===== config.mk =====
export PLATFORM = sky130hd
export DESIGN_NAME = vldu_lane_queue
export DESIGN_NICKNAME = d
export VERILOG_FILES = /design/src/source/vldu_pkg.sv /design/src/source/vldu_lane_queue.sv
export VERILOG_INCLUDE_DIRS = /design/src /design/src/source
export SDC_FILE = /design/constraint.sdc
export NUM_CORES = 1
export LEC_CHECK = 0
export ABC_AREA = 1
export BUFFER_PORTS_ARGS = -buffer_cell sky130_fd_sc_hd__buf_4
export CAP_MARGIN = 20
export CORE_UTILIZATION = 37
export CTS_CLUSTER_DIAMETER = 60
export DETAILED_ROUTE_END_ITERATION = 10
export HOLD_SLACK_MARGIN = 0.03
export PLACE_DENSITY = 0.69
export REMOVE_ABC_BUFFERS = 1
export SETUP_SLACK_MARGIN = 0.05
export SLEW_MARGIN = 15
export SYNTH_ARGS = -nofsm -noshare
export SYNTH_HDL_FRONTEND = slang
export SYNTH_SLANG_ARGS = --single-unit

===== constraint.sdc =====
create_clock -name clk_i -period 9.5 [get_ports clk_i]
set_input_delay 1.425 -clock clk_i [delete_from_list [all_inputs] [get_ports clk_i]]
set_output_delay 1.425 -clock clk_i [all_outputs]
set_load 0.02 [all_outputs]

===== src/source/vldu_defines.svh =====
`ifndef VLDU_DEFINES_SVH
`define VLDU_DEFINES_SVH

// Number of lanes, each one 64 bits wide
`define VLDU_NR_LANES 4

// Bytes carried by one read beat of the memory channel
`define VLDU_BEAT_BYTES 16

// In-flight load instructions
`define VLDU_INSN_DEPTH 4

// Result entries buffered per lane
`define VLDU_RESULT_DEPTH 2

// Instruction ids known to the sequencer
`define VLDU_NR_VINSN 8

// Register-file rows that one vector register takes in each lane
`define VLDU_ROWS_PER_VREG 8

// Bits of the vector length field
`define VLDU_VL_WIDTH 10

`endif


===== src/source/vldu_pkg.sv =====
`include "vldu_defines.svh"

package vldu_pkg;

  // Element width as log2 of the element bytes
  typedef enum logic [1:0] {
    EW8  = 2'd0,
    EW16 = 2'd1,
    EW32 = 2'd2,
    EW64 = 2'd3
  } ew_e;

  typedef logic [2:0] vid_t;
  typedef logic [7:0] vaddr_t;

  // Load instruction as handed over by the sequencer
  typedef struct packed {
    vid_t                      id;
    logic [4:0]                vd;
    ew_e                       eew;
    logic [`VLDU_VL_WIDTH-1:0] vl;
  } vinsn_t;

  // One 64-bit write towards a lane register file
  typedef struct packed {
    vid_t       id;
    vaddr_t     addr;
    logic [63:0] wdata;
    logic [7:0] be;
  } lane_payload_t;

endpackage


===== src/source/vldu_lane_queue.sv =====
`include "vldu_defines.svh"

module vldu_lane_queue import vldu_pkg::*; (
  input  logic          clk_i,
  input  logic          rst_ni,
  // Words from the unpacker
  input  logic          push_i,
  input  lane_payload_t payload_i,
  output logic          full_o,
  // Write port towards the lane
  output logic          req_o,
  output lane_payload_t payload_o,
  input  logic          gnt_i,
  // Accepted write for the commit tracker
  output logic          pop_o
);

  localparam int Depth = `VLDU_RESULT_DEPTH;
  localparam int PntW  = $clog2(Depth);
  localparam int CntW  = PntW + 1;

  lane_payload_t [Depth-1:0] mem_q;
  logic [PntW-1:0]           wr_pnt_q;
  logic [PntW-1:0]           rd_pnt_q;
  logic [CntW-1:0]           cnt_q;

  assign full_o    = (cnt_q == CntW'(Depth));
  // Head entry stays put until the lane grants it
  assign req_o     = (cnt_q != '0);
  assign payload_o = mem_q[rd_pnt_q];
  assign pop_o     = req_o && gnt_i;

  always_ff @(posedge clk_i or negedge rst_ni) begin
    if (!rst_ni) begin
      wr_pnt_q <= '0;
      rd_pnt_q <= '0;
      cnt_q    <= '0;
    end else begin
      if (push_i) begin
        wr_pnt_q <= wr_pnt_q + 1'b1;
      end
      if (pop_o) begin
        rd_pnt_q <= rd_pnt_q + 1'b1;
      end
      cnt_q <= cnt_q + CntW'(push_i) - CntW'(pop_o);
    end
  end

  always_ff @(posedge clk_i) begin
    if (push_i) begin
      mem_q[wr_pnt_q] <= payload_i;
    end
  end

  // Unpacker holds off while any lane is full
  a_no_overflow: assert property (@(posedge clk_i) disable iff (!rst_ni)
    push_i |-> !full_o);

  // Lane only grants a pending request
  a_gnt_req: assert property (@(posedge clk_i) disable iff (!rst_ni)
    gnt_i |-> req_o);

endmodule


# --- Word level (Yosys, flattened, before mapping) ---
# Cells that the tools add are included.
totals:
  reg_bits: 170
  inputBits: 87
  out_inout_bits: 86
  word_cells: 27
classes:
  add_sub_neg: 4
  n_lt_le_gt_ge: 3
  n_eq_ne: 1
  mux: 5
  reduce_logical: 3
op_table:
  columns: ["op", "n"]
  rows:
  - ["2-to-1 mux 83 bit", 3]
  - ["bitwise mux 166 bit", 1]
  - ["demux 83 bit (select 1 bit)", 1]
  - ["< comparator 1 x 2 -> 1 bit, second input constant", 2]
  - ["adder 1 bit, second input constant", 2]
  - ["adder 2 x 1 -> 2 bit", 1]
  - ["equality test 2 bit, second input constant", 1]
  - ["logical AND 1 bit", 2]
  - ["nonzero test 2 bit", 1]
  - ["subtractor 2 x 1 -> 2 bit", 1]
  - [">= comparator 1 bit, second input constant", 1]

# --- Longest topological paths before layout ---
depth:
  word_depth: 5
  depth_mapped: 10
  mapped_depth_nobuf: 10

# --- Worst setup path after synthesis ---
# No wires, ideal clock.
synth_timing:
  path_type: "input port to flip-flop"
  startpoint: "input push_i"
  endpoint: "register mem_q[0] (netlist bit) (enable)"
  setup_time_ps: 527
  arrival_time_ps: 4942
  t_required_ps: 8973
  slack_ps: 4031
  stages: 2
  n_path_buf: 0
  cell_sequence: "inv_1 > nor2_1"
synth_rtl:
  columns: ["element", "line_no", "source"]
  rows:
  - ["start, declared", "vldu_lane_queue.sv:7", "input logic push_i,"]
  - ["end signal, assigned by index", "vldu_lane_queue.sv:51", "mem_q[wr_pnt_q] <= payload_i;"]
  - ["end, declared", "vldu_lane_queue.sv:22", "lane_payload_t [Depth-1:0] mem_q;"]
# No word-level cell between the ends.

==> summary.txt <==
Clock tree
  • # resized after CTS: 0
  • TritonCTS clock tree: yes
  • # hold bufs at CTS: 0
  • Clock latency on the worst-skew pair: about 0.4 ns
  • Post-CTS Setup Bufs: 0
  • Cts bufs inserted: 17
  • H-tree depth: 4
  • Clock tree buffer depth: 2
  • Clock root cell: clkbuf_16
  • Clock Sinks: 170
  • Reg clk slew, reported paths: roughly 0.060 ns

Drt
  • Routed len/inst: about 15 um
  • Final wirelength: around 13 mm
  • Routed vias/inst: between 4 and 5
  • Via count: between 3000 and 4000
  • First-pass DRT Iterations: 4
  • Residual DRC count: 0
  • DRT iter0 DRCs: 197
  • DRT antenna net count: 0

GRT
  • Largest net degree at the start of global routing: between 80 and 90
  • Initial antenna violation count: 0
  • GRT Overall Usage: 0.152
  • Number of global-route vias before repair: roughly 4000
  • First-pass GRT wire length: 20.1 mm
  • Grt ovf: 0

Min path
  • Hold Crit Start: wr_pnt_q
  • Min-Delay Path Class: flip-flop to flip-flop
  • Min-Delay Path Depth: 1
  • WHS Endpoint: wr_pnt_q

Critical path
  • CP cell instances: inv_2 -> buf_4 -> nand2_1 -> nand2_1 -> buf_4
  • Critical Path RT: roughly 8 ns
  • Endpoint of the worst-slack reg-to-reg timing path: mem_q[100]
  • CP Launch Type: flip-flop
  • Max FO, Critical Path: 43
  • Critical path class: flip-flop to output pin
  • Reg2reg setup slack: approximately 7.4 ns
  • Worst R2R Start: wr_pnt_q
  • Critical Path AT: about 2.3 ns
  • Reg2Reg Depth: 3
  • CP endpoint kind: output pin
  • Worst path max stage delay: 0.56 ns
  • CP max stage cell: buf_4

Synthesis
  • Distinct cells, synth: 12
  • Area contributors post-synth: edfxtp_1, nand2_1, dfrtp_1, buf_2, buf_4
  • Mapped cell area: 6240 um^2
  • Synth area leader: edfxtp_1
  • Post-synthesis sequential area ratio: 0.814
  • Synth top area share: 0.798
  • Post-Syn Instances: 463
  • Post-Synthesis Mean Instance Area: approximately 13 um^2
  • Post-synthesis sequential element count: 170
  • Synth Warn #: 0

Timing
  • Setup tns final: 0 ns
  • F_max: 269 MHz
  • Final max-slew violation count: 0
  • Tightest Pin Transition: just over 0.9 ns
  • Final worst path period share: 0.391
  • Crit path time final: roughly 3.7 ns
  • Setup Skew: between 0.007 and 0.008 ns
  • RSZ-0062 raised after global routing: no
  • Final setup viols: 0
  • Slew HR: 0.384
  • Hold Vio Cnt, Final: 0

Pwr
  • Leakage: 3.57 nW
  • PD cells: 324 nW/um^2
  • Maximum VDD drop: around 0.00020 V

Floorplan
  • Die X: roughly 130 um
  • Row Count: 47
  • Core area: around 17000 um^2
  • Starting Density: 0.378
  • Full die area: 17400 um^2
  • Top Ports: between 150 and 200
  • Die Y: between 100 and 150 um

Final layout
  • Antenna diodes: 0
  • Layout cells sized above 1: 0.318
  • Final Core Density: 0.506
  • Area grow syn2layout: 33.8%
  • Commonest non-fill, non-tap cells in the layout: nand2_1, buf_4, edfxtp_1
  • Most common cell after layout, fill and taps aside: nand2_1
  • Nets: 730

Job
  • Max-Cap Viols: 0

Placed design
  • DP Wirelength: ~8.0 mm
  • RePlAce Congestion: about 0.78
  • Port bufs: 172

Run status
  • Status: finished clean
==> stage by stage <==
step	hold slack (ns)	cell area [um^2]	setup slack [ns]	power, W	std cells
2_1_floorplan	0.463	6140	4.03	0.00161	445
3_3_place_gp	0.532	7750	5.96	0.00203	841
3_5_place_dp	0.551	7770	6.17	0.00205	842
4_1_cts	0.560	8360	5.71	0.00274	874
5_1_grt	0.581	8360	5.54	0.00285	874
6_report	0.559	8360	5.78	0.00270	874
==> report_power, final <==
part           internal (W)  switching [W]
Sequential         0.000997      0.0000346
Clock              0.000413       0.000270
Combinational      0.000346       0.000643
Total               0.00176       0.000948
==> cell families after synthesis <==
logic type / count (synthesis) / synth area share
adders and majority gates: 2 / 0.00401
buffers and inverters: 27 / 0.0218
xor gates and xnor gates: 1 / 0.00140
and+or+nand+nor: 263 / 0.158
DFF: 170 / 0.814
==> synth_stat cells <==
master / n
buf_2: 10
buf_4: 6
clkbuf_1: 2
dfrtp_1: 4
edfxtp_1: 166
ha_1: 2
inv_1: 8
inv_2: 1
nand2_1: 259
nand3_1: 2
nor2_1: 2
xor2_1: 1
==> metal layers <==
layer | part of all wire | global-route usage
met3 | 0.062 | 0.0507
met1 | 0.42 | 0.183
met4 | 0.011 | 0.0523
met5 | 0 | 0
met2 | 0.50 | 0.256
==> worst max-delay path by stage <==
stage / start / endpoint / slack [ns]
final: rd_pnt_q / payload_o[49] / 5.78
after global routing: rd_pnt_q / payload_o[28] / 5.54
after CTS: rd_pnt_q / payload_o[74] / 5.71
after detailed placement: rd_pnt_q / payload_o[60] / 6.17
after global placement: push_i / mem_q[46] / 5.96
after floorplan: push_i / mem_q[0] / 4.03
==> sequential cells by signal (all words and copies together), names as in the netlist <==
register	count
cnt_q	2
mem_q	166
rd_pnt_q	1
wr_pnt_q	1
==> final cells by class <==
cell class,instances,area (um^2)
Sequential cell,170,5090
Clock inverter,11,148
Fill cell,1428,8170
Clock buffer,21,440
Inverter,9,35.0
Tap cell,220,275
Multi-Input combinational cell,266,1030
Timing Repair Buffer,177,1340
==> worst max-delay path, delay by kind of cell, from the launching register on <==
kind | cells | cell delay (ns)
buf+inv | 3 | 1.24
flops | 1 | 0.40
simple gates | 2 | 0.21
Power figures use the tool's default switching activity.
