$ cat config.mk
export PLATFORM = sky130hd
export DESIGN_NAME = vldu_commit_tracker
export DESIGN_NICKNAME = d
export VERILOG_FILES = /design/src/source/vldu_pkg.sv /design/src/source/vldu_commit_tracker.sv
export VERILOG_INCLUDE_DIRS = /design/src /design/src/source
export SDC_FILE = /design/constraint.sdc
export NUM_CORES = 1
export LEC_CHECK = 0
export BUFFER_PORTS_ARGS = -buffer_cell sky130_fd_sc_hd__buf_2
export CORE_MARGIN = 3
export CORE_UTILIZATION = 39
export DETAILED_ROUTE_END_ITERATION = 6
export PLACE_DENSITY = 0.58
export SLEW_MARGIN = 30
export SYNTH_ARGS = -nofsm -noshare
export SYNTH_HDL_FRONTEND = slang
export SYNTH_SLANG_ARGS = --single-unit
$ cat constraint.sdc
create_clock -name clk_i -period 10.2 [get_ports clk_i]
set_input_delay 1.02 -clock clk_i [delete_from_list [all_inputs] [get_ports clk_i]]
set_output_delay 1.02 -clock clk_i [all_outputs]
set_load 0.05 [all_outputs]
$ cat src/source/vldu_defines.svh
`ifndef VLDU_DEFINES_SVH
`define VLDU_DEFINES_SVH

// Number of lanes, each one 64 bits wide
`define VLDU_NR_LANES 4

// Bytes carried by one read beat of the memory channel
`define VLDU_BEAT_BYTES 16

// In-flight load instructions
`define VLDU_INSN_DEPTH 4

// Result entries buffered per lane
`define VLDU_RESULT_DEPTH 2

// Instruction ids known to the sequencer
`define VLDU_NR_VINSN 8

// Register-file rows that one vector register takes in each lane
`define VLDU_ROWS_PER_VREG 8

// Bits of the vector length field
`define VLDU_VL_WIDTH 10

`endif

$ cat src/source/vldu_pkg.sv
`include "vldu_defines.svh"

package vldu_pkg;

  // Element width as log2 of the element bytes
  typedef enum logic [1:0] {
    EW8  = 2'd0,
    EW16 = 2'd1,
    EW32 = 2'd2,
    EW64 = 2'd3
  } ew_e;

  typedef logic [2:0] vid_t;
  typedef logic [7:0] vaddr_t;

  // Load instruction as handed over by the sequencer
  typedef struct packed {
    vid_t                      id;
    logic [4:0]                vd;
    ew_e                       eew;
    logic [`VLDU_VL_WIDTH-1:0] vl;
  } vinsn_t;

  // One 64-bit write towards a lane register file
  typedef struct packed {
    vid_t       id;
    vaddr_t     addr;
    logic [63:0] wdata;
    logic [7:0] be;
  } lane_payload_t;

endpackage

$ cat src/source/vldu_commit_tracker.sv
`include "vldu_defines.svh"

module vldu_commit_tracker import vldu_pkg::*; (
  input  logic                          clk_i,
  input  logic                          rst_ni,
  // Oldest instruction still writing results
  input  vinsn_t                        commit_vinsn_i,
  input  logic                          commit_valid_i,
  // Granted writes per lane
  input  logic [`VLDU_NR_LANES-1:0]     lane_pop_i,
  output logic                          commit_done_o,
  output logic [`VLDU_NR_VINSN-1:0]     vinsn_done_o
);

  localparam int NrLanes   = `VLDU_NR_LANES;
  localparam int NrVinsn   = `VLDU_NR_VINSN;
  localparam int VlW       = `VLDU_VL_WIDTH;
  localparam int WordBytes = NrLanes * 8;
  localparam int WordShift = $clog2(WordBytes);
  localparam int BW        = VlW + 4;
  localparam int WCntW     = BW - WordShift;

  // Words each lane has written since the current instruction began
  logic [NrLanes-1:0][WCntW-1:0] pop_cnt_q, pop_cnt_d;
  logic [NrLanes-1:0][WCntW-1:0] pop_sum;
  logic [NrLanes-1:0]            lane_reached;

  logic [BW-1:0]    bytes_round;
  logic [WCntW-1:0] nr_words;

  // Word count of the instruction, rounded up to whole words
  assign bytes_round = ({4'b0000, commit_vinsn_i.vl} << commit_vinsn_i.eew)
                     + BW'(WordBytes - 1);
  assign nr_words    = WCntW'(bytes_round >> WordShift);

  always_comb begin
    for (int l = 0; l < NrLanes; l++) begin
      pop_sum[l]      = pop_cnt_q[l] + WCntW'(lane_pop_i[l]);
      lane_reached[l] = (pop_sum[l] >= nr_words);
    end
  end

  // Retire once the slowest lane has written its last word
  assign commit_done_o = commit_valid_i && (&lane_reached);

  // Lanes running ahead keep their surplus for the next instruction
  always_comb begin
    for (int l = 0; l < NrLanes; l++) begin
      pop_cnt_d[l] = commit_done_o ? pop_sum[l] - nr_words : pop_sum[l];
    end
  end

  always_ff @(posedge clk_i or negedge rst_ni) begin
    if (!rst_ni) begin
      pop_cnt_q    <= '0;
      vinsn_done_o <= '0;
    end else begin
      pop_cnt_q    <= pop_cnt_d;
      // One-hot by id for exactly one cycle
      vinsn_done_o <= commit_done_o ? (NrVinsn'(1) << commit_vinsn_i.id) : '0;
    end
  end

  // Writes only reach the lanes for instructions still in the queue
  a_pop_owner: assert property (@(posedge clk_i) disable iff (!rst_ni)
    (|lane_pop_i) |-> commit_valid_i);

endmodule

* Yosys cells after proc, flatten, opt, wreduce, memory -nomap -nowiden
Cells that the tools add are included. W data, S select, Z words.
Storage, ports and cells: flip-flop bits (word level) 44, bits in latches 0, RAM bits 0, ROM bits 0, output and inout bits 9, memories kept 0
Cells by class: add/subtract/negate cells 9, multiply operators 0, div/mod/pow operators 0, magnitude comparators 4, equal/unequal tests 0, shifts and indexed selects 2, mux-type cells 5, bitwise operators 0, reductions and logical operators 2
Operators with widths (number):
- $add A9 B1 Y9 | 4
- $ge A9 B9 Y1 | 4
- $mux W9 | 4
- $sub A9 B9 Y9 | 4
- $add A14 B5 Y14 const B | 1
- $shl A10 B2 Y14 | 1
- $mux W8 | 1
- $shl A1 B3 Y8 const A | 1
- $reduce_and A4 Y1 | 1
- $logic_and A1 B1 Y1 | 1

* Logic depth before layout (Yosys ltp)
depth in word-level cells 6, mapped depth 21

* Least setup slack after synthesis
No wires, ideal clock.
path kind input port to output port, start input port commit_vinsn_i[10] (netlist name), end output port commit_done_o, arrival 4.473 ns, data required time 9.180 ns, slack 4.707 ns, stages on the path 16, path buffers 3, cell sequence buf_6 > mux4_2 > nand2_1 > xor2_1 > ha_1 > nor2b_1 > o21ai_0 > inv_1 > a22oi_1 > a41oi_1 > a211o_1 > o21ai_0 > or3_1 > buf_6 > inv_6 > buf_12
On the way: longest elaborated chain between the ends 5, elaborated cells on any way between the ends 8, those cells by class add/sub (1); order compare (4); shift (1); reduce/logical (2)
Ends and longest elaborated chain:
- from (decl) | RTL line vldu_commit_tracker.sv:7 | input vinsn_t commit_vinsn_i,
- $shl A10 B2 Y14 (*) | RTL line vldu_commit_tracker.sv:32 | assign bytes_round = ({4'b0000, commit_vinsn_i.vl} << commit_vinsn_i.eew)
- $add A14 B5 Y14 (*) | RTL line vldu_commit_tracker.sv:33 | + BW'(WordBytes - 1);
- $ge A9 B9 Y1 | RTL line vldu_commit_tracker.sv:39 | lane_reached[l] = (pop_sum[l] >= nr_words);
- $reduce_and A4 Y1 (*) | RTL line vldu_commit_tracker.sv:44 | assign commit_done_o = commit_valid_i && (&lane_reached);
- $logic_and A1 B1 Y1 (*) | RTL line vldu_commit_tracker.sv:44
- to (decl) | RTL line vldu_commit_tracker.sv:11 | output logic commit_done_o,
Mark *: on every way between the ends. The rest lies on a longest branch, timed or not.

* Final worst setup path
Ends and elaborated chain as after synthesis.

==> qor.csv <==
stage,metric,value,unit
setup_path,Worst setup SP type,input pin,
placement,Port Buf Inserts,30,
setup_path,Crit Reg-Reg Endpoint,pop_cnt_q[30]$_DFF_PN0_,
timing,endpoints failing setup,0,
logic_synthesis,synth warn,0,
logic_synthesis,Post-synth top flop,dfrtp_1,
logic_synthesis,"FF+latch count, synth",44,
floorplanning,Starting Density,40.9,%
pwr,Comb pwr share,69.0,%
finish,final instance area,4930,µm²
timing,worst-margin pin slew,990,ps
finish,most frequent cells in the layout,"xnor2_1, dfrtp_1, ha_1",
floorplanning,die area,13000,µm²
timing,Clock Skews,4.06,ps
placement,dpl ws,2850,ps
pwr,Leak,2.19,nW
finish,Area Growth Syn to Fin,8.75,%
drt,DRC viols,0,
timing,RSZ-0062 raised after global routing,false,
status,status,"complete, no violations",
floorplanning,Rows,38,
drt,Vias/cell,5.71,
logic_synthesis,cell taking the most area after synthesis,dfrtp_1,
drt,initial drt markers,208,
timing,Fin. Hold Viols,0,
global_route,first-pass GRT wire length,18600,µm
floorplanning,number of top-level pins,36,
clock_tree,worst-skew pair later-pin latency,290,ps
timing,ratio of final minimum period to clock period,72.9,%
logic_synthesis,"EDFF count, synth",0,
floorplanning,die height,114,µm
clock_tree,cts bufs inserted,5,
finish,Finished Core Util,44.5,%
pwr,pwr dens,315,nW/µm²
run,Max Cap Viol,0,
global_route,total gr overflow,0,
logic_synthesis,syn_nets,559,
hold_path,Hold Crit Depth,3,
placement,placed cell areas,4760,µm²
pwr,Seq pwr share,18.6,%
clock_tree,Clk Tree Root Cell,clkbuf_16,
logic_synthesis,Gate Count Post-Synth,491,
timing,"Min Clock Period, post-route",7440,ps
drt,Wirelength per Cell,16.8,µm
setup_path,worst r2r src,pop_cnt_q[9]$_DFF_PN0_,
clock_tree,Worst-path clk slew,70,ps
logic_synthesis,synthesized area,4530,µm²
timing,fmax,0.134,GHz
timing,setup tns final,0,ps
finish,"most common cell after layout, fill and taps aside",xnor2_1,
setup_path,Worst Setup SP,commit_vinsn_i[10],
clock_tree,maximum clock path buffer count,2,
placement,HPWL Detailed,8200,µm
pwr,Sw Share,46.1,%
hold_path,HP Class,reg -> reg,
setup_path,kind of end point of the critical path,primary output,
placement,Placer Congestion,0.909,
setup_path,Max Fanout on Critical Path,20,
finish,share of cells above drive strength 1,16.5,%
finish,diode count,0,
floorplanning,DIE WIDTH,114,µm
timing,Slew HR,34.0,%
pwr,Tot Pwr,1.55,mW
clock_tree,number of gates resized after cts,0,
drt,via count,3744,
setup_path,reg2reg path depth,16,
global_route,GR Util All Layers,17.7,%
logic_synthesis,sequential-to-total area share from yosys stat,24.3,%
clock_tree,postcts setup bufs,0,
timing,"Slew Viols, Final",0,
clock_tree,cts hold-fix bufs,0,
clock_tree,CTS tree,built,
setup_path,R2R Setup Slk,5630,ps
setup_path,"Worst Path Class, Setup",in -> out,
pwr,Max VDD drop,99.0,µV
global_route,initial antenna violation count,0,
logic_synthesis,Synth area leaders,"dfrtp_1, ha_1, xnor2_1, mux2_4, xor2_1",
logic_synthesis,syn avg cell area,9.23,µm²
logic_synthesis,Post-synth ARST share,100,%
finish,fin nets,583,
floorplanning,Core Region,11100,µm²
drt,DRT Pass-1 Iters,5,
pwr,Clock power frac,12.4,%
setup_path,critical path arrival,6420,ps
logic_synthesis,Yosys cell types,69,
global_route,largest net degree at the start of global routing,45,
timing,Final Worst Setup Slack,2760,ps
logic_synthesis,Synth top area share,24.3,%
setup_path,Crit path required time,9180,ps
setup_path,Critical Path Sink,commit_done_o,
pwr,Net Switching,0.714,mW
drt,drt total wl,11000,µm
clock_tree,Num Clock Sinks,44,
drt,number of routed nets with antenna violations,0,
pwr,Int Power,0.837,mW
global_route,vias in the first global route,3732,
clock_tree,H-tree Lvls,2,
cell families after synthesis:
logic type,synth area share [%]
buf+inv,4.97
simple gates,18.0
flops,24.3
compound gates,16.0
fa+ha+maj,12.7
mux,10.7
xor+xnor,13.3
synth_stat cells (5+ instances only):
cell type / instances
nand4_1: 9
a31oi_1: 7
or3_1: 5
mux2_4: 18
a21oi_1: 22
nand2_1: 35
clkbuf_1: 6
nand3_1: 25
dfrtp_1: 44
nand2b_1: 8
xnor2_1: 52
nor4_1: 11
mux2i_1: 8
o21ai_0: 20
ha_1: 37
a21o_1: 5
xor2_1: 17
and2_1: 5
inv_1: 24
nor4b_1: 5
nor2_1: 34
flip-flops by register name, indices dropped and copies added (netlist names):
name / flops
pop_cnt_q: 36
vinsn_done_o: 8
stage by stage:
| stage | hold slack (ps) | cells |
|---|---|---|
| 4_1_cts | 624 | 656 |
| 6_report | 620 | 656 |
| 3_5_place_dp | 603 | 648 |
| 2_1_floorplan | 559 | 491 |
| 5_1_grt | 662 | 656 |
| 3_3_place_gp | 581 | 648 |
metal layers:
metal / share of wire (%) / vias up / routed length [µm] / GRT usage (%)
li1: - / 1864 / - / -
met3: 4.9 / 15 / 543 / 2.28
met2: 47 / 93 / 5130 / 29.5
met1: 46 / 1772 / 5100 / 23.9
met4: 2.1 / 0 / 229 / 5.54
met5: 0 / - / 0 / 0
how the worst min path moves through the flow:
| stage | start | to | slack [ps] |
|---|---|---|---|
| after floorplan | pop_cnt_q[8]$_DFF_PN0_ | pop_cnt_q[8]$_DFF_PN0_ | 560 |
| after global placement | pop_cnt_q[8]$_DFF_PN0_ | pop_cnt_q[8]$_DFF_PN0_ | 580 |
| after detailed placement | pop_cnt_q[8]$_DFF_PN0_ | pop_cnt_q[8]$_DFF_PN0_ | 600 |
| after CTS | pop_cnt_q[8]$_DFF_PN0_ | pop_cnt_q[8]$_DFF_PN0_ | 620 |
| after global routing | pop_cnt_q[8]$_DFF_PN0_ | pop_cnt_q[8]$_DFF_PN0_ | 660 |
| final | pop_cnt_q[26]$_DFF_PN0_ | pop_cnt_q[26]$_DFF_PN0_ | 620 |
area by class of cell:
| type | instances | area [µm²] |
|---|---|---|
| fill | 1119 | 6150 |
| inverter | 25 | 98.8 |
| multi-input combinational | 406 | 3210 |
| clock buffer | 5 | 125 |
| clock inverter | 3 | 47.5 |
| sequential | 44 | 1100 |
| timing repair buffer | 33 | 175 |
| tap | 140 | 175 |
worst max-delay path, stage by stage:
cell,delay [ps]
buf_2,200
mux4_2,560
inv_1,210
nor4_1,480
nand2_1,140
xnor2_1,670
ha_1,400
and2_1,210
nand4_1,130
o2111ai_1,130
o21ai_1,770
or3_1,890
inv_6,270
buf_2,310
power groups by stage:
stage / logic (mW) / clock network [mW] / registers (mW)
floorplan: 0.857 / 0 / 0.280
global placement: 1.03 / 0 / 0.289
detailed placement: 1.05 / 0 / 0.292
CTS: 1.06 / 0.199 / 0.289
global route: 1.19 / 0.203 / 0.299
finish: 1.07 / 0.193 / 0.289
No activity file was read; power rests on OpenSTA's default activity.
