### config.mk
export PLATFORM = sky130hd
export DESIGN_NAME = vldu_insn_queue
export DESIGN_NICKNAME = d
export VERILOG_FILES = /design/src/source/vldu_pkg.sv /design/src/source/vldu_insn_queue.sv
export VERILOG_INCLUDE_DIRS = /design/src /design/src/source
export SDC_FILE = /design/constraint.sdc
export NUM_CORES = 1
export LEC_CHECK = 0
export ABC_CLOCK_PERIOD_IN_PS = 2450
export BUFFER_PORTS_ARGS = -buffer_cell sky130_fd_sc_hd__clkbuf_2
export CELL_PAD_IN_SITES_DETAIL_PLACEMENT = 1
export CELL_PAD_IN_SITES_GLOBAL_PLACEMENT = 2
export CORE_UTILIZATION = 42
export DETAILED_ROUTE_END_ITERATION = 7
export PLACE_DENSITY_LB_ADDON = 0.15
export SLEW_MARGIN = 10
export SYNTH_ARGS = -nofsm -noshare
export SYNTH_HDL_FRONTEND = slang
export SYNTH_SLANG_ARGS = --single-unit
### constraint.sdc
create_clock -name clk_i -period 2.45 [get_ports clk_i]
set_input_delay 0.6125 -clock clk_i [delete_from_list [all_inputs] [get_ports clk_i]]
set_output_delay 0.6125 -clock clk_i [all_outputs]
set_load 0.05 [all_outputs]
### src/source/vldu_defines.svh
`ifndef VLDU_DEFINES_SVH
`define VLDU_DEFINES_SVH

// Number of lanes, each one 64 bits wide
`define VLDU_NR_LANES 4

// Bytes carried by one read beat of the memory channel
`define VLDU_BEAT_BYTES 16

// In-flight load instructions
`define VLDU_INSN_DEPTH 4

// Result entries buffered per lane
`define VLDU_RESULT_DEPTH 2

// Instruction ids known to the sequencer
`define VLDU_NR_VINSN 8

// Register-file rows that one vector register takes in each lane
`define VLDU_ROWS_PER_VREG 8

// Bits of the vector length field
`define VLDU_VL_WIDTH 10

`endif

### src/source/vldu_pkg.sv
`include "vldu_defines.svh"

package vldu_pkg;

  // Element width as log2 of the element bytes
  typedef enum logic [1:0] {
    EW8  = 2'd0,
    EW16 = 2'd1,
    EW32 = 2'd2,
    EW64 = 2'd3
  } ew_e;

  typedef logic [2:0] vid_t;
  typedef logic [7:0] vaddr_t;

  // Load instruction as handed over by the sequencer
  typedef struct packed {
    vid_t                      id;
    logic [4:0]                vd;
    ew_e                       eew;
    logic [`VLDU_VL_WIDTH-1:0] vl;
  } vinsn_t;

  // One 64-bit write towards a lane register file
  typedef struct packed {
    vid_t       id;
    vaddr_t     addr;
    logic [63:0] wdata;
    logic [7:0] be;
  } lane_payload_t;

endpackage

### src/source/vldu_insn_queue.sv
`include "vldu_defines.svh"

module vldu_insn_queue import vldu_pkg::*; (
  input  logic   clk_i,
  input  logic   rst_ni,
  // Sequencer side
  input  vinsn_t vinsn_i,
  input  logic   vinsn_valid_i,
  output logic   vinsn_ready_o,
  // Issue side towards the beat unpacker
  output vinsn_t issue_vinsn_o,
  output logic   issue_valid_o,
  input  logic   issue_done_i,
  // Commit side towards the tracker
  output vinsn_t commit_vinsn_o,
  output logic   commit_valid_o,
  input  logic   commit_done_i
);

  localparam int Depth = `VLDU_INSN_DEPTH;
  localparam int PntW  = $clog2(Depth);
  localparam int CntW  = PntW + 1;

  // Instruction storage
  vinsn_t [Depth-1:0] mem_q;

  // One pointer per execution phase
  logic [PntW-1:0] accept_pnt_q;
  logic [PntW-1:0] issue_pnt_q;
  logic [PntW-1:0] commit_pnt_q;

  // Instructions still waiting to be issued or committed
  logic [CntW-1:0] issue_cnt_q;
  logic [CntW-1:0] commit_cnt_q;

  logic accept;

  // An entry is freed only once its results are all written
  assign vinsn_ready_o = (commit_cnt_q != CntW'(Depth));
  assign accept        = vinsn_valid_i && vinsn_ready_o;

  assign issue_vinsn_o  = mem_q[issue_pnt_q];
  assign issue_valid_o  = (issue_cnt_q != '0);
  assign commit_vinsn_o = mem_q[commit_pnt_q];
  assign commit_valid_o = (commit_cnt_q != '0);

  always_ff @(posedge clk_i or negedge rst_ni) begin
    if (!rst_ni) begin
      accept_pnt_q <= '0;
      issue_pnt_q  <= '0;
      commit_pnt_q <= '0;
      issue_cnt_q  <= '0;
      commit_cnt_q <= '0;
    end else begin
      // Depth is a power of two so the pointers wrap on their own
      if (accept) begin
        accept_pnt_q <= accept_pnt_q + 1'b1;
      end
      if (issue_done_i) begin
        issue_pnt_q <= issue_pnt_q + 1'b1;
      end
      if (commit_done_i) begin
        commit_pnt_q <= commit_pnt_q + 1'b1;
      end
      issue_cnt_q  <= issue_cnt_q + CntW'(accept) - CntW'(issue_done_i);
      commit_cnt_q <= commit_cnt_q + CntW'(accept) - CntW'(commit_done_i);
    end
  end

  always_ff @(posedge clk_i) begin
    if (accept) begin
      mem_q[accept_pnt_q] <= vinsn_i;
    end
  end

  // Commit never retires an instruction that has not been issued
  a_cnt_order: assert property (@(posedge clk_i) disable iff (!rst_ni)
    issue_cnt_q <= commit_cnt_q);

  // Unpacker only finishes an instruction that it was given
  a_issue_done: assert property (@(posedge clk_i) disable iff (!rst_ni)
    issue_done_i |-> issue_valid_o);

endmodule

**Word-level counts from Yosys, hierarchy flattened**

Cells that the tools add are included.

- Equal/unequal tests: 1
- Shift operators: 0
- $add $sub $neg: 7
- Order comparisons: 4
- Div/mod/pow operators: 0
- Bitwise operators: 0
- Reduce and logical (&&, ||, !) cells: 4
- Muxes and demuxes: 7
- Multipliers: 0

Operators with widths:

| operator | number |
|---|---|
| 20-bit binary-select mux with 2-bit select | 2 |
| 80-bit bitwise mux | 1 |
| 20-bit 2-to-1 mux | 3 |
| 20-bit demux with 2-bit select | 1 |
| 2-bit by 3-bit less-than comparator with 1-bit output (second input constant) | 3 |
| 2-bit by 1-bit adder with 2-bit output (second input constant) | 3 |
| 3-bit by 1-bit adder with 3-bit output | 2 |
| 3-bit nonzero test | 2 |
| 3-bit by 1-bit subtractor with 3-bit output | 2 |
| 3-bit != test (second input constant) | 1 |
| 2-bit by 1-bit >= comparator with 1-bit output (second input constant) | 1 |
| 1-bit logical AND | 2 |

- Bits in registers: 92
- Bits in read-only memories: 0
- Bits in latches: 0
- Word-level logic and storage cells: 44
- Memories kept: 0
- Output and inout bits: 43
- Memory bits (writable): 0
- Input port bits: 25

**Depth between registers and ports, before layout**

Gate-level depths: netlist of the first run.

- Word-level depth: 5
- Mapped depth: 9
- Gate-level depth less buffers: 9

**Worst setup path before layout of the first run**

No wires, ideal clock.

- Path type: register -> register
- Start: register commit_cnt_q[2]
- End: register issue_cnt_q[2]
- Data arrival time: 2.236 ns
- Data required time: 2.370 ns
- Stages on the path, launching flop included: 10
- Slack: 0.134 ns
- Period minus slack after synthesis: 2.316 ns
- Setup time: 0.080 ns
- Cells stage by stage: dfrtp_1 > nor3b_2 > inv_1 > nand2_1 > ha_1 > inv_1 > ha_1 > fa_1 > xnor2_1 > xnor2_1

- Word-level cells in the longest chain between the ends: 4

Ends and longest elaborated chain:

| element | line | text |
|---|---|---|
| from (decl) | vldu_insn_queue.sv:34 | `logic [CntW-1:0] commit_cnt_q;` |
| from (signal assigned) | vldu_insn_queue.sv:66 | `commit_cnt_q <= commit_cnt_q + CntW'(accept) - CntW'(commit_done_i);` |
| 3-bit != test | vldu_insn_queue.sv:39 | `assign vinsn_ready_o = (commit_cnt_q != CntW'(Depth));` |
| net vinsn_ready_o | vldu_insn_queue.sv:9 | `output logic vinsn_ready_o,` |
| 1-bit logical AND | vldu_insn_queue.sv:40 | `assign accept = vinsn_valid_i && vinsn_ready_o;` |
| 3-bit by 1-bit adder with 3-bit output | vldu_insn_queue.sv:65 | `issue_cnt_q <= issue_cnt_q + CntW'(accept) - CntW'(issue_done_i);` |
| 3-bit by 1-bit subtractor with 3-bit output | vldu_insn_queue.sv:65 |  |
| to (signal assigned) | vldu_insn_queue.sv:65 |  |
| to (decl) | vldu_insn_queue.sv:33 | `logic [CntW-1:0] issue_cnt_q;` |

The timed path passes the listed nets, and every way through them passes these cells.
A chain may end at the register's enable or synchronous reset.

==> results of run 1 <==
-- metrics by stage --
step | hold WS [ns] | area [µm²] | std cells | utilization | setup WS, ns
after floorplan | 0.3169 | 4049 | 185 | - | 0.1344
after global placement | 0.5013 | 4588 | 384 | 0.4942 | 0.3261
after detailed placement | 0.5069 | 4588 | 384 | 0.4942 | 0.2845
after CTS | 0.1464 | 4756 | 400 | 0.5123 | 0.01139
after global routing | 0.1559 | 4756 | 400 | 0.5123 | 0.006716
final | 0.1497 | 4756 | 400 | 0.5123 | 0.07285
-- repair_timing --
action	CTS	global route
resized for setup	0	2
endpoints found under the setup margin	0	2
buffers inserted	0	0
-- placed cells by master (no fill, tap or decap) --
master       n
nand4bb_1    2
buf_12       2
nand2_1      4
nand2b_1     3
clkinv_4     2
clkinv_1     1
and3_1       4
mux4_2      36
buf_4        9
ha_1         8
clkinv_2     3
buf_2        2
fa_1         2
edfxtp_1    80
nor3b_2      1
o211ai_1     2
dfrtp_1     12
clkbuf_8     9
clkinvlp_4   1
xnor2_1      6
inv_1        9
or3_1        2
xor2_1       2
mux4_1       4
clkbuf_2    65
-- registers in the layout, indices dropped and copies added (netlist names) --
| name | flops |
|---|---|
| mem_q | 80 |
| commit_cnt_q | 3 |
| issue_cnt_q | 3 |
| accept_pnt_q | 2 |
| commit_pnt_q | 2 |
| issue_pnt_q | 2 |
-- how the worst max path moves through the flow --
stage                          from           endpoint  slack, ns  cells after the start
floorplan           commit_cnt_q[2]     issue_cnt_q[2]       0.13                      9
global placement      vinsn_valid_i     issue_cnt_q[2]       0.33                      8
detailed placement    vinsn_valid_i     issue_cnt_q[2]       0.28                      8
CTS                  issue_pnt_q[0]  issue_vinsn_o[19]       0.01                      3
global route         issue_pnt_q[0]  issue_vinsn_o[19]      0.007                      3
finish               issue_pnt_q[0]  issue_vinsn_o[19]       0.07                      3
-- cells by family after synthesis --
logic type | Yosys count | share of synthesized area
adder cells (fa/ha/maj) | 10 | 0.03461
AO/OA/AOI/OAI | 2 | 0.003707
AND/OR/NAND/NOR | 16 | 0.02626
buffers and inverters | 17 | 0.02441
flip-flops | 92 | 0.6675
XOR/XNOR | 8 | 0.01731
multiplexers | 40 | 0.2262
-- area by class of cell --
class | instances | area [µm²]
clock inverter | 7 | 43.79
fill | 891 | 4528
timing repair buffer | 78 | 442.9
sequential | 92 | 2703
inverter | 9 | 33.78
multi-input combinational | 76 | 1247
clock buffer | 9 | 123.9
tap | 129 | 161.4
-- metal layers --
metal  part of all wire  routed length (µm)
met1               0.41                3169
met2               0.55                4259
met3              0.034                 262
met4             0.0091                  71
met5                  0                   0
==> metrics.md, run 1 <==
| Metric | Value |
|---|---|
| Crit Path Category | `register to output port` |
| Cell family with most CP delay | `multiplexers` |
| Worst R2R Setup Slack | `between 0.3 and 0.4 ns` |
| CTS buffer count | `9` |
| Area of the core | `9284 µm²` |
| Setup_tns | `0 ns` |
| Worst setup EP type | `output port` |
| Ys async rst share | `0.1304` |
| Area of the mapped netlist | `4049 µm²` |
| GPL Wtd Cong | `0.7090` |
| Top FF cell, synth | `edfxtp_1` |
| Post-synth top area cell | `edfxtp_1` |
| TritonCTS clock tree | `yes` |
| HP Class | `input pin to asynchronous set/reset pin` |
| WP data required | `roughly 1.8 ns` |
| Final Max Slew Viols | `0` |
| Net Count, Synth | `between 200 and 250` |
| R2R Path End | `commit_cnt_q[2]` |
| Die Height | `100.2 µm` |
| NumNets Final | `between 300 and 400` |
| Detail Route Antenna Nets | `0` |
| Root Driver | `clkbuf_8` |
| Vias in the first global route | `2,178` |
| GR Util met1 | `0.2035` |
| Worst path max stage delay | `a little under 0.6 ns` |
| Met2 Track Usage GR | `0.3030` |
| CP max-delay cell | `mux4_1` |
| Crit-path cells | `buf_12, mux4_1, buf_2` |
| Crit path launch type | `register` |
| Total Wirelength | `between 7000 and 8000 µm` |
| Cell count after synthesis | `185` |
| Pre-Repair DR Iteration Count | `4` |
| Port bufs | `67` |
| Clock Latency Late Sink | `around 0.35 ns` |
| F_max | `420.7 MHz` |
| Site Rows | `35` |
| Fin Clk Skew | `0.005713 ns` |
| Outcome | `finished, final reports clean` |
| Most frequent cells after synthesis | `80 x edfxtp_1, 36 x mux4_2, 12 x dfrtp_1` |
| # H-tree levels | `3` |
| Gr busiest metal | `met2` |
| Number of max-cap violations | `0` |
| Register bit count reported by yosys | `92` |
| Avg Inst Size Synth | `21.89 µm²` |
| Top cell type's share of synthesized area | `0.5933` |
| Die ar. | `10,040 µm²` |
| First-pass GRT wire length | `around 12,000 µm` |
| Avg Vias per Cell | `5.128` |
| Final Hold Viols | `0` |
| Count of final setup violators | `0` |
| CP arrival | `1.76 ns` |
| Crit path time final | `2.377 ns` |
| Area grow syn2layout | `17.46%` |
| Largest net degree at the start of global routing | `23` |
| Post-synthesis sequential area ratio | `0.6675` |
| CTS Sinks | `92` |
| DRC viols | `0` |
| Post-synth cell types | `18` |
| Synthesis Warnings | `0` |
| Clock transition at path regs | `about 0.080 ns` |
| Overall Global Routing Usage | `0.1686` |
| Clock buffer depth | `2` |
| Layout cell share with drive strength beyond 1 | `0.4797` |
| Antenna fix cells | `0` |
| RSZ-0062 raised after global routing | `no` |
| Critical path buffers and inverters | `2` |
| Count leader, synth | `edfxtp_1` |
| Die W | `100.2 µm` |
| Grt total ovfl | `0` |
| Max FO, Critical Path | `22` |
| Synth top area cells | `edfxtp_1 59%, mux4_2 20%, dfrtp_1 7.4%, mux4_1 2.6%, ha_1 2.5%` |
| Starting DRT DRC Count | `53` |
| EDFF count, synth | `80` |
| Slew headroom | `0.7644` |
| HPWL Detailed | `5311 µm` |
| Average routed wire per standard cell | `about 19 µm` |
| Worst slew pin tran | `0.3534 ns` |
| M3 GR Usage | `0.03900` |
| IO Count | `68` |
| Initial Util | `0.4361` |
| Hold-fix buffers at CTS | `0` |
| Cell count of the worst reg-to-reg path | `9` |
| Tcrit/Tclk final | `0.9703` |
| Worst r2r src | `commit_cnt_q[2]` |
| Routed vias | `slightly above 2k` |
| Initial antenna violation count | `0` |
Power of run 1 is not shown: default switching activity piles up to over one toggle a cycle in this logic, so the estimate is an artifact.
==> run 2, diff against run 1 <==
--- a/config.mk
+++ b/config.mk
@@ -6,12 +6,13 @@
 export SDC_FILE = /design/constraint.sdc
 export NUM_CORES = 1
 export LEC_CHECK = 0
-export ABC_CLOCK_PERIOD_IN_PS = 2450
+export ABC_CLOCK_PERIOD_IN_PS = 2000
 export BUFFER_PORTS_ARGS = -buffer_cell sky130_fd_sc_hd__clkbuf_2
 export CELL_PAD_IN_SITES_DETAIL_PLACEMENT = 1
 export CELL_PAD_IN_SITES_GLOBAL_PLACEMENT = 2
-export CORE_UTILIZATION = 42
+export CORE_UTILIZATION = 38
 export DETAILED_ROUTE_END_ITERATION = 7
+export MAX_ROUTING_LAYER = met4
 export PLACE_DENSITY_LB_ADDON = 0.15
 export SLEW_MARGIN = 10
 export SYNTH_ARGS = -nofsm -noshare
==> constraint.sdc (replaced) <==
create_clock -name clk_i -period 2 [get_ports clk_i]
set_input_delay 0.5 -clock clk_i [delete_from_list [all_inputs] [get_ports clk_i]]
set_output_delay 0.5 -clock clk_i [all_outputs]
set_load 0.05 [all_outputs]
==> metrics.md, run 2 (synthesis results as in run 1) <==
| Metric | Value |
|---|---|
| Antenna fix cells | `0 (unchanged)` |
| Reg with most FFs | `mem_q` |
| HP Class | `input pin to asynchronous set/reset pin` |
| Clock buffer depth | `2 (unchanged)` |
| Most common cell after layout, fill and taps aside | `edfxtp_1` |
| Crit Path Category | `register to output port` |
| Number of max-cap violations | `0 (unchanged)` |
| Commonest non-fill, non-tap cells in the layout | `80 x edfxtp_1, 41 x buf_8, 40 x mux4_2, 25 x clkbuf_2, 19 x buf_4` |
| CP max-delay cell | `mux4_2` |
| Initial Util | `0.3922 (-0.04392)` |
| Die W | `105.2 µm (+5.0%)` |
| CP arrival | `1.71 ns (-0.05 ns)` |
| Final Hold Viols | `0 (unchanged)` |
| Overall Global Routing Usage | `0.1666 (-0.002019)` |
| Routed vias | `2,175 (+6.0%)` |
| Worst path max stage delay | `0.52 ns (-0.06 ns)` |
| Worst R2R Setup Slack | `0.05 ns (-0.26 ns)` |
| Fillers | `922 (+3.5%)` |
| Total Wirelength | `8357 µm (+7.7%)` |
| Final Max Slew Viols | `0 (unchanged)` |
| Critical path buffers and inverters | `3 (+1)` |
| Clock transition at path regs | `0.08 ns (about the same)` |
| Starting DRT DRC Count | `48 (-9.4%)` |
| Slew headroom | `0.7687 (+0.004279)` |
| RSZ-0062 raised after global routing | `yes` |
| # H-tree levels | `3 (unchanged)` |
| Hold-fix buffers at CTS | `0 (unchanged)` |
| IO Count | `68 (unchanged)` |
| Critical Path Source | `issue_pnt_q[0]` |
| Final worst-path setup slack | `-0.2081 ns (-0.2810 ns)` |
| TritonCTS clock tree | `yes` |
| NumNets Final | `322 (+7.0%)` |
| Crit path launch type | `register` |
| Worst r2r src | `commit_cnt_q[0]` |
| Worst setup EP type | `output port` |
| CP Depth | `4 (+1)` |
| Crit-path cells | `buf_4, clkbuf_16, mux4_2, buf_8` |
| Grt total ovfl | `0 (unchanged)` |
| Largest net degree at the start of global routing | `21 (-8.7%)` |
| Site Rows | `37 (+5.7%)` |
| Biggest regs | `mem_q x80, commit_cnt_q x3, issue_cnt_q x3` |
| Vias in the first global route | `2,432 (+12%)` |
| Cell family with most CP delay | `multiplexers` |
| Area of the core | `10,320 µm² (+11%)` |
| Cells after DPL | `399 (+3.9%)` |
| Fin Clk Skew | `0.007574 ns (+0.001862 ns)` |
| Final std cells w/o fill | `427 (+6.8%)` |
| Average routed wire per standard cell | `19.57 µm (+0.84%)` |
| HPWL Detailed | `5392 µm (+1.5%)` |
| Detail Route Antenna Nets | `0 (unchanged)` |
| Port bufs | `67 (unchanged)` |
| Clock Latency Late Sink | `0.35 ns (about the same)` |
| Layout cell share with drive strength beyond 1 | `0.5636 (+0.08387)` |
| Die Height | `105.2 µm (+5.0%)` |
| GPL Wtd Cong | `0.7171 (+1.1%)` |
| Avg Vias per Cell | `5.094 (-0.66%)` |
| Worst slew pin tran | `0.3470 ns (-0.006420 ns)` |
| Crit path time final | `~2.2 ns` |
| Root Driver | `clkbuf_8` |
| CTS buffer count | `9 (unchanged)` |
| CTS Sinks | `92 (unchanged)` |
| Outcome | `complete, but fails checks` |
| Area grow syn2layout | `35.51%` |
| F_max | `452.9 MHz` |
| Tcrit/Tclk final | `1.104` |
| DRC viols | `0 (unchanged)` |
| Initial antenna violation count | `0 (unchanged)` |
| R2R Path End | `commit_cnt_q[2]` |
| Number of flip-flops under the largest register name | `80 (unchanged)` |
| Count of final setup violators | `40 (+40)` |
| Failing checks | `negative setup slack` |
| First-pass GRT wire length | `13,140 µm (+8.9%)` |
| Cell count of the worst reg-to-reg path | `9 (unchanged)` |
| Die ar. | `11,070 µm² (+10%)` |
| Crit path to | `issue_vinsn_o[13]` |
| Max FO, Critical Path | `4 (-82%)` |
| WP data required | `1.50 ns (-0.34 ns)` |
| Pre-Repair DR Iteration Count | `4 (unchanged)` |
==> run 2: cell types whose count changed in the layout (fill, tap and decap cells not counted), moves of 3 or more <==
cell and delta:
buf_4 +10, buf_6 +7, buf_8 +41, clkbuf_2 -40
ha_1 -3, mux4_1 -4, mux4_2 +4
==> run 2: worst register-to-register path, cell delays in order, from the launching register on <==
cell and delay (ns):
dfrtp_1 0.42, nor3b_4 0.30, inv_4 0.07, nand2_4 0.08, ha_1 0.12, inv_1 0.04
ha_2 0.17, fa_2 0.38, xnor2_2 0.15, xnor2_1 0.12
==> run 2: worst min path at each step <==
stage,from,end,slack [ns],cells past startpoint
6_report,rst_ni,accept_pnt_q[1],0.03,1
5_1_grt,rst_ni,issue_cnt_q[1],0.02,1
4_1_cts,rst_ni,issue_cnt_q[1],0.02,1
3_5_place_dp,rst_ni,accept_pnt_q[0],0.41,1
3_3_place_gp,rst_ni,accept_pnt_q[0],0.41,1
2_1_floorplan,rst_ni,accept_pnt_q[0],0.20,0
==> run 2: routing by layer <==
layer	GRT usage	vias up	wire [µm]
li1	-	969	-
met1	0.2021	1152	3464
met2	0.2787	45	4548
met3	0.03463	9	246
met4	0.05734	0	97
met5	-	-	0
==> run 2: what timing repair did <==
action	in CTS	in global routing
hold endpoints to repair	0	0
pin swaps	1	8
gates cloned	2	1
gates resized for setup	101	56
setup buffers	5	5
endpoints found under the setup margin	42	44
==> run 2: cell type report <==
type,instances,area [µm²],area share
Clock inverter,4,17.52,0.003193
Sequential cell,92,2705,0.4930
Timing Repair Buffer,99,1127,0.2055
Multi-Input combinational cell,76,1299,0.2367
Inverter,9,36.28,0.006613
Tap cell,136,170.2,0.03101
Clock buffer,11,131.4,0.02395
==> run 2: per-stage QoR <==
stage | instance area [µm²] | hold WS, ns | setup WS (ns) | utilization | TNS, ns
after floorplan | 4054 | 0.2044 | -0.02327 | - | -0.04616
after global placement | 4662 | 0.4147 | 0.06871 | 0.4516 | 0
after detailed placement | 4662 | 0.4091 | 0.02252 | 0.4516 | 0
after CTS | 5301 | 0.01757 | -0.2332 | 0.5135 | -8.334
after global routing | 5487 | 0.02125 | -0.2711 | 0.5315 | -9.790
final | 5487 | 0.03337 | -0.2081 | 0.5315 | -7.070
Power of run 2 is left out for the same reason.
